===== src/source/cfg_macros.svh =====
`ifndef CFG_MACROS_SVH
`define CFG_MACROS_SVH

// slave devices sharing progb, cclk and din
`define CFG_NUM_CHAN 5

// byte queue between reader and serializer, also the starting credit count
`define CFG_FIFO_DEPTH 4

// progb low time once every init line is seen low
`define CFG_PROGB_LOW_CYCLES 16

// plain SPI read, no dummy cycles
`define CFG_SPI_READ_CMD 8'h03

`endif


===== src/source/cfg_pkg.sv =====
`include "cfg_macros.svh"

package cfg_pkg;

    typedef logic [`CFG_NUM_CHAN-1:0] chan_mask_t;  // one bit per device
    typedef logic [7:0]  cfg_byte_t;
    typedef logic [23:0] flash_addr_t;
    typedef logic [15:0] byte_count_t;              // bitstream length in bytes
    typedef logic [2:0]  credit_t;                  // holds 0 .. CFG_FIFO_DEPTH

    typedef enum logic [2:0] {
        IDLE,
        START,
        INIT_LOW,
        INIT_WAIT,
        LOAD,
        WAIT_DONE,
        DONE
    } seq_state_t;

    typedef enum logic [2:0] {
        SPI_IDLE,
        SPI_CMD,
        SPI_ADDR,
        SPI_DATA,
        SPI_END
    } spi_state_t;

endpackage


===== src/source/bitstream_if.sv =====
`timescale 1ns/1ps

// byte stream from the flash reader into the serializer queue
interface bitstream_if import cfg_pkg::*; ();

    cfg_byte_t data;    // byte pushed into the queue
    logic      valid;   // one-cycle push, only with a credit in hand
    logic      last;    // marks the final bitstream byte
    logic      credit;  // one-cycle pulse, one queue slot freed

    modport source (
        output data,
        output valid,
        output last,
        input  credit
    );

    modport sink (
        input  data,
        input  valid,
        input  last,
        output credit
    );

endinterface


===== src/source/spi_flash_reader.sv =====
`timescale 1ns/1ps
`include "cfg_macros.svh"

module spi_flash_reader import cfg_pkg::*; (
    input  logic        clk,
    input  logic        reset,
    input  logic        load_en,
    input  flash_addr_t base_addr,
    input  byte_count_t byte_count,
    output logic        spi_cs_n,
    output logic        spi_sck,
    output logic        spi_mosi,
    input  logic        spi_miso,
    bitstream_if.source bs
);

    localparam int TX_W  = 8 + $bits(flash_addr_t);  // opcode plus address
    localparam int CNT_W = $clog2(TX_W);

    spi_state_t       state;
    logic [TX_W-1:0]  tx_sr;       // opcode and address, MSB first
    logic [6:0]       rx_sr;       // upper seven bits of the byte being received
    logic [CNT_W-1:0] bit_cnt;
    credit_t          credit_cnt;  // free slots in the serializer queue
    byte_count_t      remaining;   // bytes still to read
    logic             byte_start;
    logic             push;

    assign spi_mosi   = tx_sr[TX_W-1];
    assign byte_start = (bit_cnt[2:0] == 3'd0);

    // the eighth data bit is sampled on this edge, so the byte is complete
    assign push = (state == SPI_DATA) && !spi_sck && (bit_cnt[2:0] == 3'd7);

    assign bs.valid = push;
    assign bs.data  = {rx_sr, spi_miso};
    assign bs.last  = push && (remaining == byte_count_t'(1));

    always_ff @(posedge clk) begin
        if (reset) begin
            credit_cnt <= credit_t'(`CFG_FIFO_DEPTH);
        end else begin
            credit_cnt <= credit_cnt + credit_t'(bs.credit) - credit_t'(push);
        end
    end

    always_ff @(posedge clk) begin
        if (!spi_sck && state == SPI_DATA) begin
            rx_sr <= {rx_sr[5:0], spi_miso};  // sample on the rising sck edge
        end
    end

    always_ff @(posedge clk) begin
        if (reset) begin
            state     <= SPI_IDLE;
            spi_cs_n  <= 1'b1;
            spi_sck   <= 1'b0;
            tx_sr     <= '0;
            bit_cnt   <= '0;
            remaining <= '0;
        end else begin
            case (state)
                SPI_IDLE: begin
                    if (load_en) begin
                        spi_cs_n  <= 1'b0;
                        tx_sr     <= {`CFG_SPI_READ_CMD, base_addr};
                        remaining <= byte_count;
                        bit_cnt   <= '0;
                        state     <= SPI_CMD;
                    end
                end

                SPI_CMD, SPI_ADDR: begin
                    spi_sck <= !spi_sck;
                    if (spi_sck) begin  // falling sck, next bit onto mosi
                        tx_sr   <= tx_sr << 1;
                        bit_cnt <= bit_cnt + 1'b1;
                        if (state == SPI_CMD && bit_cnt == CNT_W'(7)) begin
                            state <= SPI_ADDR;
                        end
                        if (bit_cnt == CNT_W'(TX_W - 1)) begin
                            state <= SPI_DATA;  // bit_cnt wraps to zero here
                        end
                    end
                end

                SPI_DATA: begin
                    if (spi_sck) begin
                        spi_sck <= 1'b0;
                        if (byte_start && remaining == '0) begin
                            spi_cs_n <= 1'b1;
                            state    <= SPI_END;
                        end
                    end else if (!byte_start || credit_cnt != '0) begin
                        // sck stays low at a byte boundary without credit
                        spi_sck <= 1'b1;
                        bit_cnt <= {2'b00, bit_cnt[2:0] + 3'd1};
                        if (push) begin
                            remaining <= remaining - 1'b1;
                        end
                    end
                end

                SPI_END: begin
                    spi_sck <= 1'b0;
                    if (!load_en) begin
                        state <= SPI_IDLE;  // wait for the sequencer to leave LOAD
                    end
                end

                default: state <= SPI_IDLE;
            endcase
        end
    end

endmodule


===== src/source/bit_serializer.sv =====
`timescale 1ns/1ps
`include "cfg_macros.svh"

module bit_serializer import cfg_pkg::*; (
    input  logic      clk,
    input  logic      reset,
    input  logic      load_en,
    input  logic      busy,
    output logic      c_din,
    output logic      c_clk,
    output logic      stream_end,
    bitstream_if.sink bs
);

    localparam int PTR_W = $clog2(`CFG_FIFO_DEPTH);

    cfg_byte_t                 q_data [`CFG_FIFO_DEPTH];
    logic [`CFG_FIFO_DEPTH-1:0] q_last;
    logic [PTR_W-1:0]          wr_ptr;
    logic [PTR_W-1:0]          rd_ptr;
    credit_t                   q_count;
    cfg_byte_t                 shift_sr;
    logic [2:0]                bit_cnt;
    logic                      sr_valid;  // shift register holds a byte
    logic                      sr_last;
    logic                      busy_q;
    logic                      shift_en;
    logic                      byte_done;
    logic                      pop;

    // busy is sampled so the gated clock only changes while clk is high
    assign shift_en  = sr_valid && !busy_q && load_en;
    assign byte_done = shift_en && (bit_cnt == 3'd7);
    assign pop = load_en && (q_count != '0) && (!sr_valid || (byte_done && !sr_last));

    assign c_clk = ~clk & shift_en;                  // rises mid-cycle, bit is stable
    assign c_din = sr_valid ? shift_sr[7] : 1'b1;

    always_ff @(posedge clk) begin
        if (bs.valid) begin
            q_data[wr_ptr] <= bs.data;
            q_last[wr_ptr] <= bs.last;
        end
    end

    always_ff @(posedge clk) begin
        if (pop) begin
            shift_sr <= q_data[rd_ptr];
        end else if (shift_en) begin
            shift_sr <= shift_sr << 1;  // MSB first
        end
    end

    always_ff @(posedge clk) begin
        if (reset) begin
            wr_ptr     <= '0;
            rd_ptr     <= '0;
            q_count    <= '0;
            sr_valid   <= 1'b0;
            sr_last    <= 1'b0;
            bit_cnt    <= '0;
            busy_q     <= 1'b0;
            stream_end <= 1'b0;
            bs.credit  <= 1'b0;
        end else begin
            busy_q     <= busy;
            bs.credit  <= pop;                     // slot freed, hand it back
            stream_end <= byte_done && sr_last;
            q_count    <= q_count + credit_t'(bs.valid) - credit_t'(pop);
            if (bs.valid) begin
                wr_ptr <= wr_ptr + 1'b1;           // never refused, credits bound it
            end
            if (pop) begin
                rd_ptr   <= rd_ptr + 1'b1;
                sr_valid <= 1'b1;
                sr_last  <= q_last[rd_ptr];
                bit_cnt  <= '0;
            end else if (shift_en) begin
                bit_cnt <= bit_cnt + 1'b1;
                if (bit_cnt == 3'd7) begin
                    sr_valid <= 1'b0;              // queue ran dry or stream over
                end
            end
        end
    end

endmodule


===== src/source/prog_sequencer.sv =====
`timescale 1ns/1ps
`include "cfg_macros.svh"

module prog_sequencer import cfg_pkg::*; (
    input  logic       clk,
    input  logic       reset,
    input  logic       start,
    input  chan_mask_t initb,
    input  chan_mask_t prog_done,
    input  logic       stream_end,
    output logic       c_progb,
    output logic       load_en,
    output logic       cfg_done
);

    localparam int         CNT_W    = $clog2(`CFG_PROGB_LOW_CYCLES);
    localparam chan_mask_t ALL_CHAN = '1;

    seq_state_t       state;
    chan_mask_t       initb_meta;
    chan_mask_t       initb_sync;
    chan_mask_t       done_meta;
    chan_mask_t       done_sync;
    logic [CNT_W-1:0] pulse_cnt;  // counts the extra progb low time
    logic             all_done;

    // init and done come from other clock domains on the devices
    always_ff @(posedge clk) begin
        if (reset) begin
            initb_meta <= ALL_CHAN;  // init lines idle high
            initb_sync <= ALL_CHAN;
            done_meta  <= '0;
            done_sync  <= '0;
        end else begin
            initb_meta <= initb;
            initb_sync <= initb_meta;
            done_meta  <= prog_done;
            done_sync  <= done_meta;
        end
    end

    assign all_done = (done_sync == ALL_CHAN);

    // raised in the same cycle the last device is seen done, then held
    assign cfg_done = (state == DONE) || (state == WAIT_DONE && all_done);

    always_ff @(posedge clk) begin
        if (reset) begin
            state     <= IDLE;
            c_progb   <= 1'b1;
            load_en   <= 1'b0;
            pulse_cnt <= '0;
        end else begin
            case (state)
                IDLE: begin
                    if (start) begin
                        c_progb <= 1'b0;  // program pulse to every device
                        state   <= START;
                    end
                end

                START: begin
                    if (initb_sync == '0) begin
                        pulse_cnt <= '0;
                        state     <= INIT_LOW;
                    end
                end

                INIT_LOW: begin
                    if (pulse_cnt == CNT_W'(`CFG_PROGB_LOW_CYCLES - 1)) begin
                        c_progb <= 1'b1;
                        state   <= INIT_WAIT;
                    end else begin
                        pulse_cnt <= pulse_cnt + 1'b1;
                    end
                end

                INIT_WAIT: begin
                    // devices clear their memory, then release init
                    if (initb_sync == ALL_CHAN) begin
                        load_en <= 1'b1;
                        state   <= LOAD;
                    end
                end

                LOAD: begin
                    if (stream_end) begin
                        load_en <= 1'b0;
                        state   <= WAIT_DONE;
                    end
                end

                WAIT_DONE: begin
                    if (all_done) begin
                        state <= DONE;
                    end
                end

                DONE: begin
                    state <= DONE;  // held until reset
                end

                default: state <= IDLE;
            endcase
        end
    end

endmodule


===== src/source/chan_config_top.sv =====
`timescale 1ns/1ps

module chan_config_top import cfg_pkg::*; (
    input  logic        clk,
    input  logic        reset,
    input  logic        start,
    input  flash_addr_t base_addr,
    input  byte_count_t byte_count,
    input  chan_mask_t  initb,
    input  chan_mask_t  prog_done,
    input  logic        busy,
    output logic        c_progb,
    output logic        c_clk,
    output logic        c_din,
    output logic        spi_cs_n,
    output logic        spi_sck,
    output logic        spi_mosi,
    input  logic        spi_miso,
    output logic        cfg_done
);

    logic load_en;     // high for the whole bitstream transfer
    logic stream_end;  // last configuration bit has gone out

    bitstream_if bs_if ();

    spi_flash_reader spi_flash_reader_inst (
        .clk        (clk),
        .reset      (reset),
        .load_en    (load_en),
        .base_addr  (base_addr),
        .byte_count (byte_count),
        .spi_cs_n   (spi_cs_n),
        .spi_sck    (spi_sck),
        .spi_mosi   (spi_mosi),
        .spi_miso   (spi_miso),
        .bs         (bs_if.source)
    );

    bit_serializer bit_serializer_inst (
        .clk        (clk),
        .reset      (reset),
        .load_en    (load_en),
        .busy       (busy),
        .c_din      (c_din),
        .c_clk      (c_clk),
        .stream_end (stream_end),
        .bs         (bs_if.sink)
    );

    prog_sequencer prog_sequencer_inst (
        .clk        (clk),
        .reset      (reset),
        .start      (start),
        .initb      (initb),
        .prog_done  (prog_done),
        .stream_end (stream_end),
        .c_progb    (c_progb),
        .load_en    (load_en),
        .cfg_done   (cfg_done)
    );

endmodule


===== config.mk =====
export PLATFORM = sky130hd
export DESIGN_NAME = chan_config_top
export DESIGN_NICKNAME = d
export VERILOG_FILES = /design/src/source/cfg_pkg.sv /design/src/source/bitstream_if.sv /design/src/source/spi_flash_reader.sv /design/src/source/bit_serializer.sv /design/src/source/prog_sequencer.sv /design/src/source/chan_config_top.sv
export VERILOG_INCLUDE_DIRS = /design/src /design/src/source
export SDC_FILE = /design/constraint.sdc
export NUM_CORES = 1
export LEC_CHECK = 0
export BUFFER_PORTS_ARGS = -buffer_cell sky130_fd_sc_hd__buf_2
export CAP_MARGIN = 10
export CORE_AREA = 4 4 142 110
export DETAILED_ROUTE_END_ITERATION = 10
export DIE_AREA = 0 0 146 114
export PLACE_DENSITY = 0.65
export SLEW_MARGIN = 20
export SYNTH_ARGS = -nofsm -noshare
export SYNTH_HDL_FRONTEND = slang
export SYNTH_SLANG_ARGS = --single-unit

===== constraint.sdc =====
create_clock -name clk -period 3.35 [get_ports clk]
set_input_delay 0.67 -clock clk [delete_from_list [all_inputs] [get_ports clk]]
set_output_delay 0.67 -clock clk [all_outputs]
set_load 0.02 [all_outputs]

==> impl_results.html <==
<table>
<tr><th>Metric</th><th>Value</th></tr>
<tr><th colspan="2">Outcome</th></tr>
<tr><td>Result of the run</td><td>finished clean</td></tr>
<tr><th colspan="2">Layout</th></tr>
<tr><td>Layout cells sized above 1</td><td>19.3%</td></tr>
<tr><td>Net count reported at finish</td><td>813</td></tr>
<tr><td>Layout Cell Area excl Fill</td><td>around 8000 sq um</td></tr>
<tr><td>Area growth from synthesis to layout</td><td>15.1%</td></tr>
<tr><td>Layout Utilization</td><td>56.6%</td></tr>
<tr><td>Number of antenna cells inserted</td><td>0</td></tr>
<tr><th colspan="2">Timing</th></tr>
<tr><td>Sum of negative setup slack</td><td>0 ns</td></tr>
<tr><td>Minimum hold slack</td><td>0.325 ns</td></tr>
<tr><td>Final hold violations</td><td>0</td></tr>
<tr><td>Setup repair after global routing missed its margin</td><td>no</td></tr>
<tr><td>Maximum clock skew at final layout</td><td>a little under 0.009 ns</td></tr>
<tr><td>Final setup violation count</td><td>0</td></tr>
<tr><td>Max_slew headroom</td><td>34.6%</td></tr>
<tr><td>Slew at the pin with the worst max-slew slack</td><td>a little under 1 ns</td></tr>
<tr><td>Final Max Slew Viols</td><td>0</td></tr>
<tr><th colspan="2">Power</th></tr>
<tr><td>Power per unit of standard cell area</td><td>a little over 600 nW/um^2</td></tr>
<tr><td>Internal power</td><td>3580 uW</td></tr>
<tr><td>Clock power share</td><td>41.4%</td></tr>
<tr><td>Logic pwr share</td><td>15.3%</td></tr>
<tr><td>Leakage</td><td>0.00301 uW</td></tr>
<tr><td>Worst voltage drop across the vdd grid</td><td>0.372 mV</td></tr>
<tr><td>Power dissipated by switching net loads</td><td>1360 uW</td></tr>
<tr><td>Net switching fraction of the power</td><td>27.5%</td></tr>
<tr><td>Proportion of power drawn by flip-flops and latches</td><td>43.3%</td></tr>
<tr><th colspan="2">CTS</th></tr>
<tr><td>Source-to-sink clock delay at the later pin of the worst-skew pair</td><td>0.53 ns</td></tr>
<tr><td>TritonCTS clock tree</td><td>yes</td></tr>
<tr><td>Setup bufs post-CTS</td><td>0</td></tr>
<tr><td>Clock transition at the register clock pins on the worst setup and hold paths after CTS</td><td>0.06 ns</td></tr>
<tr><td>CTS hold repair buffers</td><td>0</td></tr>
<tr><td>Post-cts gate resize count</td><td>0</td></tr>
<tr><th colspan="2">Critical path</th></tr>
<tr><td>Crit path buffers/inverters</td><td>3</td></tr>
<tr><td>Cell repeated most along the worst path</td><td>sky130_fd_sc_hd__clkbuf_16</td></tr>
<tr><td>Reg-to-Reg Start</td><td>bit_serializer_inst.bit_cnt[0]</td></tr>
<tr><td>Worst reg2reg endpoint</td><td>bit_serializer_inst.q_count[2]</td></tr>
<tr><td>Maximum fanout along the worst path</td><td>2</td></tr>
<tr><td>Ordered cell list for the critical path</td><td>clkbuf_16, clkbuf_16, nor2_1, buf_2</td></tr>
<tr><td>Depth of the most critical reg-to-reg path</td><td>13</td></tr>
<tr><td>Slowest CP cell</td><td>sky130_fd_sc_hd__buf_2</td></tr>
<tr><td>Endpoint type of the worst setup path</td><td>output pin</td></tr>
<tr><td>Reg2Reg Setup Slack</td><td>0.56 ns</td></tr>
<tr><td>Cell type group with the largest total delay on the critical path</td><td>buffers and inverters</td></tr>
<tr><td>Largest incremental delay on the critical path</td><td>0.19 ns</td></tr>
<tr><td>Critical path required time</td><td>2.68 ns</td></tr>
<tr><td>Arrival @ worst endpoint</td><td>2.23 ns</td></tr>
<tr><td>Type of the worst setup path</td><td>clock port to output pin</td></tr>
<tr><td>Type of element launching the critical path</td><td>clock port</td></tr>
<tr><th colspan="2">Global routing</th></tr>
<tr><td>Global-route wire length before repair</td><td>23500 um</td></tr>
<tr><td>Overall fraction of global-route tracks in use</td><td>17.5%</td></tr>
<tr><td>Number of global-route vias before repair</td><td>4910</td></tr>
<tr><td>Initial antenna violation count</td><td>0</td></tr>
<tr><td>Largest net degree at the start of global routing</td><td>57</td></tr>
<tr><td>Overflow after GRT</td><td>0</td></tr>
<tr><th colspan="2">Yosys</th></tr>
<tr><td>Most used flip-flop cell after synthesis</td><td>sky130_fd_sc_hd__dfxtp_1</td></tr>
<tr><td>Number of enable flip-flop cells after synthesis</td><td>51</td></tr>
<tr><td>Synthesized Nets</td><td>758</td></tr>
<tr><td>Netlist cell types</td><td>74</td></tr>
<tr><td>Share of flip-flops with an asynchronous set or reset</td><td>0%</td></tr>
<tr><td>Synth Instances</td><td>679</td></tr>
<tr><td>Warnings from Yosys</td><td>0</td></tr>
<tr><td>Fraction of the yosys area taken by sequential cells</td><td>52.5%</td></tr>
<tr><td>Synth Register Bits</td><td>approximately 160</td></tr>
<tr><td>Syn Std Cell Area</td><td>6990 sq um</td></tr>
<tr><td>Synthesized area per cell</td><td>10.3 sq um</td></tr>
<tr><th colspan="2">Route</th></tr>
<tr><td>Vias after detailed routing</td><td>just over 5000</td></tr>
<tr><td>Post-detailed-routing wire length</td><td>14200 um</td></tr>
<tr><td>Top sig layer</td><td>met4</td></tr>
<tr><td>Detailed-route wire length per cell</td><td>15.3 um</td></tr>
<tr><td>Met2 routed WL</td><td>6650 um</td></tr>
<tr><td>Routed met3 length</td><td>712 um</td></tr>
<tr><td>Met1 Wirelength</td><td>6680 um</td></tr>
<tr><td>Detailed-route vias per instance</td><td>5.47</td></tr>
<tr><td>Number of detailed-routing iterations run before antenna repair</td><td>5</td></tr>
<tr><td>Total DRC errors in the routed layout</td><td>0</td></tr>
<tr><td>Iteration-0 DRC Markers</td><td>355</td></tr>
<tr><td>Antenna-violating nets left</td><td>0</td></tr>
<tr><th colspan="2">Floorplan</th></tr>
<tr><td>Horizontal die dimension</td><td>146 um</td></tr>
<tr><td>Floorplan die height</td><td>114 um</td></tr>
<tr><td>Placeable core region</td><td>14200 sq um</td></tr>
<tr><td>Total number of placement rows</td><td>38</td></tr>
<tr><td>Initial Util</td><td>between 40% and 50%</td></tr>
<tr><td>Overall die area</td><td>about 17000 sq um</td></tr>
<tr><td>Top-level port count</td><td>62</td></tr>
<tr><th colspan="2">Run</th></tr>
<tr><td>Max Cap Violations</td><td>0</td></tr>
<tr><th colspan="2">Min path</th></tr>
<tr><td>Cell count of the worst hold path</td><td>2</td></tr>
<tr><td>Class of the worst hold path</td><td>input port to flop</td></tr>
<tr><td>Worst Hold Launch</td><td>initb[1]</td></tr>
<tr><td>Worst min-delay path endpoint</td><td>prog_sequencer_inst.initb_meta[1]</td></tr>
<tr><th colspan="2">Place</th></tr>
<tr><td>Sum of net half-perimeters after detailed placement</td><td>roughly 9300 um</td></tr>
<tr><td>Port bufs</td><td>61</td></tr>
<tr><td>Area of placed instances</td><td>~7400 sq um</td></tr>
<tr><td>Final weighted congestion in routability-driven placement</td><td>0.789</td></tr>
</table>
[synthesized netlist by cell type (all sizes together) (3+ instances only)]
| library cell | count | share of area, % |
|---|---|---|
| a211oi | 6 | 0.72 |
| a21boi | 3 | 0.48 |
| a21oi | 35 | 2.6 |
| a311oi | 23 | 2.9 |
| a31oi | 9 | 0.81 |
| and2 | 16 | 1.4 |
| buf | 20 | 1.9 |
| clkbuf | 16 | 0.86 |
| dfxtp | 107 | 31 |
| edfxtp | 51 | 22 |
| ha | 22 | 3.9 |
| inv | 26 | 1.4 |
| mux2 | 7 | 1.1 |
| mux2i | 13 | 1.9 |
| mux4 | 9 | 2.9 |
| nand2 | 84 | 4.5 |
| nand2b | 11 | 0.98 |
| nand3 | 11 | 0.79 |
| nand3b | 4 | 0.43 |
| nand4 | 4 | 0.36 |
| nor2 | 75 | 4.2 |
| nor2b | 17 | 1.5 |
| nor3 | 10 | 0.79 |
| nor3b | 3 | 0.39 |
| nor4 | 3 | 0.27 |
| o21ai | 24 | 1.7 |
| o31ai | 5 | 0.54 |
| o41ai | 3 | 0.38 |
| or2 | 10 | 0.89 |
| or3 | 4 | 0.39 |
| or4 | 5 | 0.64 |
| xnor2 | 6 | 0.75 |
| xor2 | 3 | 0.38 |
[metal layers]
metal | up-vias | track usage (%)
met3 | 14 | 5.88
met1 | 2414 | 23.7
met2 | 121 | 26.4
met4 | 0 | 6.33
met5 | - | 0
li1 | 2526 | -
[cells in the final DEF (no fill, tap or decap), types with 4 or more instances in the layout]
cell                          n
sky130_fd_sc_hd__a211oi_1     5
sky130_fd_sc_hd__a21oi_1     34
sky130_fd_sc_hd__a311oi_1    23
sky130_fd_sc_hd__a31oi_1      9
sky130_fd_sc_hd__and2_1      15
sky130_fd_sc_hd__buf_2       61
sky130_fd_sc_hd__buf_4        7
sky130_fd_sc_hd__clkbuf_16   20
sky130_fd_sc_hd__dfxtp_1    107
sky130_fd_sc_hd__edfxtp_1    51
sky130_fd_sc_hd__ha_1        22
sky130_fd_sc_hd__inv_1       26
sky130_fd_sc_hd__inv_6        4
sky130_fd_sc_hd__mux2_2       7
sky130_fd_sc_hd__mux2i_1     13
sky130_fd_sc_hd__mux4_2       9
sky130_fd_sc_hd__nand2_1     84
sky130_fd_sc_hd__nand2b_1    11
sky130_fd_sc_hd__nand3_1     11
sky130_fd_sc_hd__nand3b_1     4
sky130_fd_sc_hd__nand4_1      4
sky130_fd_sc_hd__nor2_1      72
sky130_fd_sc_hd__nor2b_1     17
sky130_fd_sc_hd__nor3_1       9
sky130_fd_sc_hd__o21ai_0     23
sky130_fd_sc_hd__o31ai_1      5
sky130_fd_sc_hd__or2_2       10
sky130_fd_sc_hd__xnor2_1      6
[logic make-up after synthesis]
group | share of synthesized area (%)
AOI/OAI and AO/OA | 12.9
xor gates and xnor gates | 1.13
adders and majority gates | 4.51
buffers and inverters | 4.15
DFF | 52.5
muxes | 5.89
and+or+nand+nor | 18.8
[flip-flops by register name (all words and copies together), names as in the netlist, 7 cells and up, named ones only]
signal and count:
bit_serializer_inst.q_data 32, spi_flash_reader_inst.rx_sr 7, spi_flash_reader_inst.tx_sr 32, spi_flash_reader_inst.remaining 16, bit_serializer_inst.shift_sr 8
[power by group through the flow]
stage,combinational (uW),clock (uW),sequential (uW)
after floorplan,591,0.127,2150
after global placement,722,0.127,2170
after detailed placement,747,0.127,2170
after CTS,758,2090,2130
after global routing,845,2180,2150
final,755,2040,2130
[how the worst max path moves through the flow]
stage               slack (ns)                            from  depth (start not counted)                              to
CTS                       0.43                             clk                          4                           c_clk
floorplan                 0.64  bit_serializer_inst.bit_cnt[0]                         14  bit_serializer_inst.q_count[2]
finish                    0.45                             clk                          4                           c_clk
global placement          0.72  bit_serializer_inst.bit_cnt[0]                         13  bit_serializer_inst.q_count[2]
detailed placement        0.59  bit_serializer_inst.bit_cnt[0]                         13  bit_serializer_inst.q_count[2]
global route              0.37                             clk                          4                           c_clk
[metrics by stage]
| stage | power (uW) | setup WS (ns) | std cells |
|---|---|---|---|
| 6_report | 4930 | 0.453 | 927 |
| 5_1_grt | 5170 | 0.370 | 927 |
| 4_1_cts | 4980 | 0.428 | 927 |
| 3_5_place_dp | 2920 | 0.586 | 892 |
| 3_3_place_gp | 2890 | 0.716 | 892 |
| 2_1_floorplan | 2740 | 0.638 | 679 |
[layout make-up]
class	instances	area, sq um
Fill cell	1193	6170
Tap cell	180	225
Sequential cell	158	3670
Inverter	26	97.6
Multi-Input combinational cell	459	3030
Timing Repair Buffer	68	373
Clock buffer	23	513
Clock inverter	13	138
Note: power is estimated with default switching activity, not from simulation.
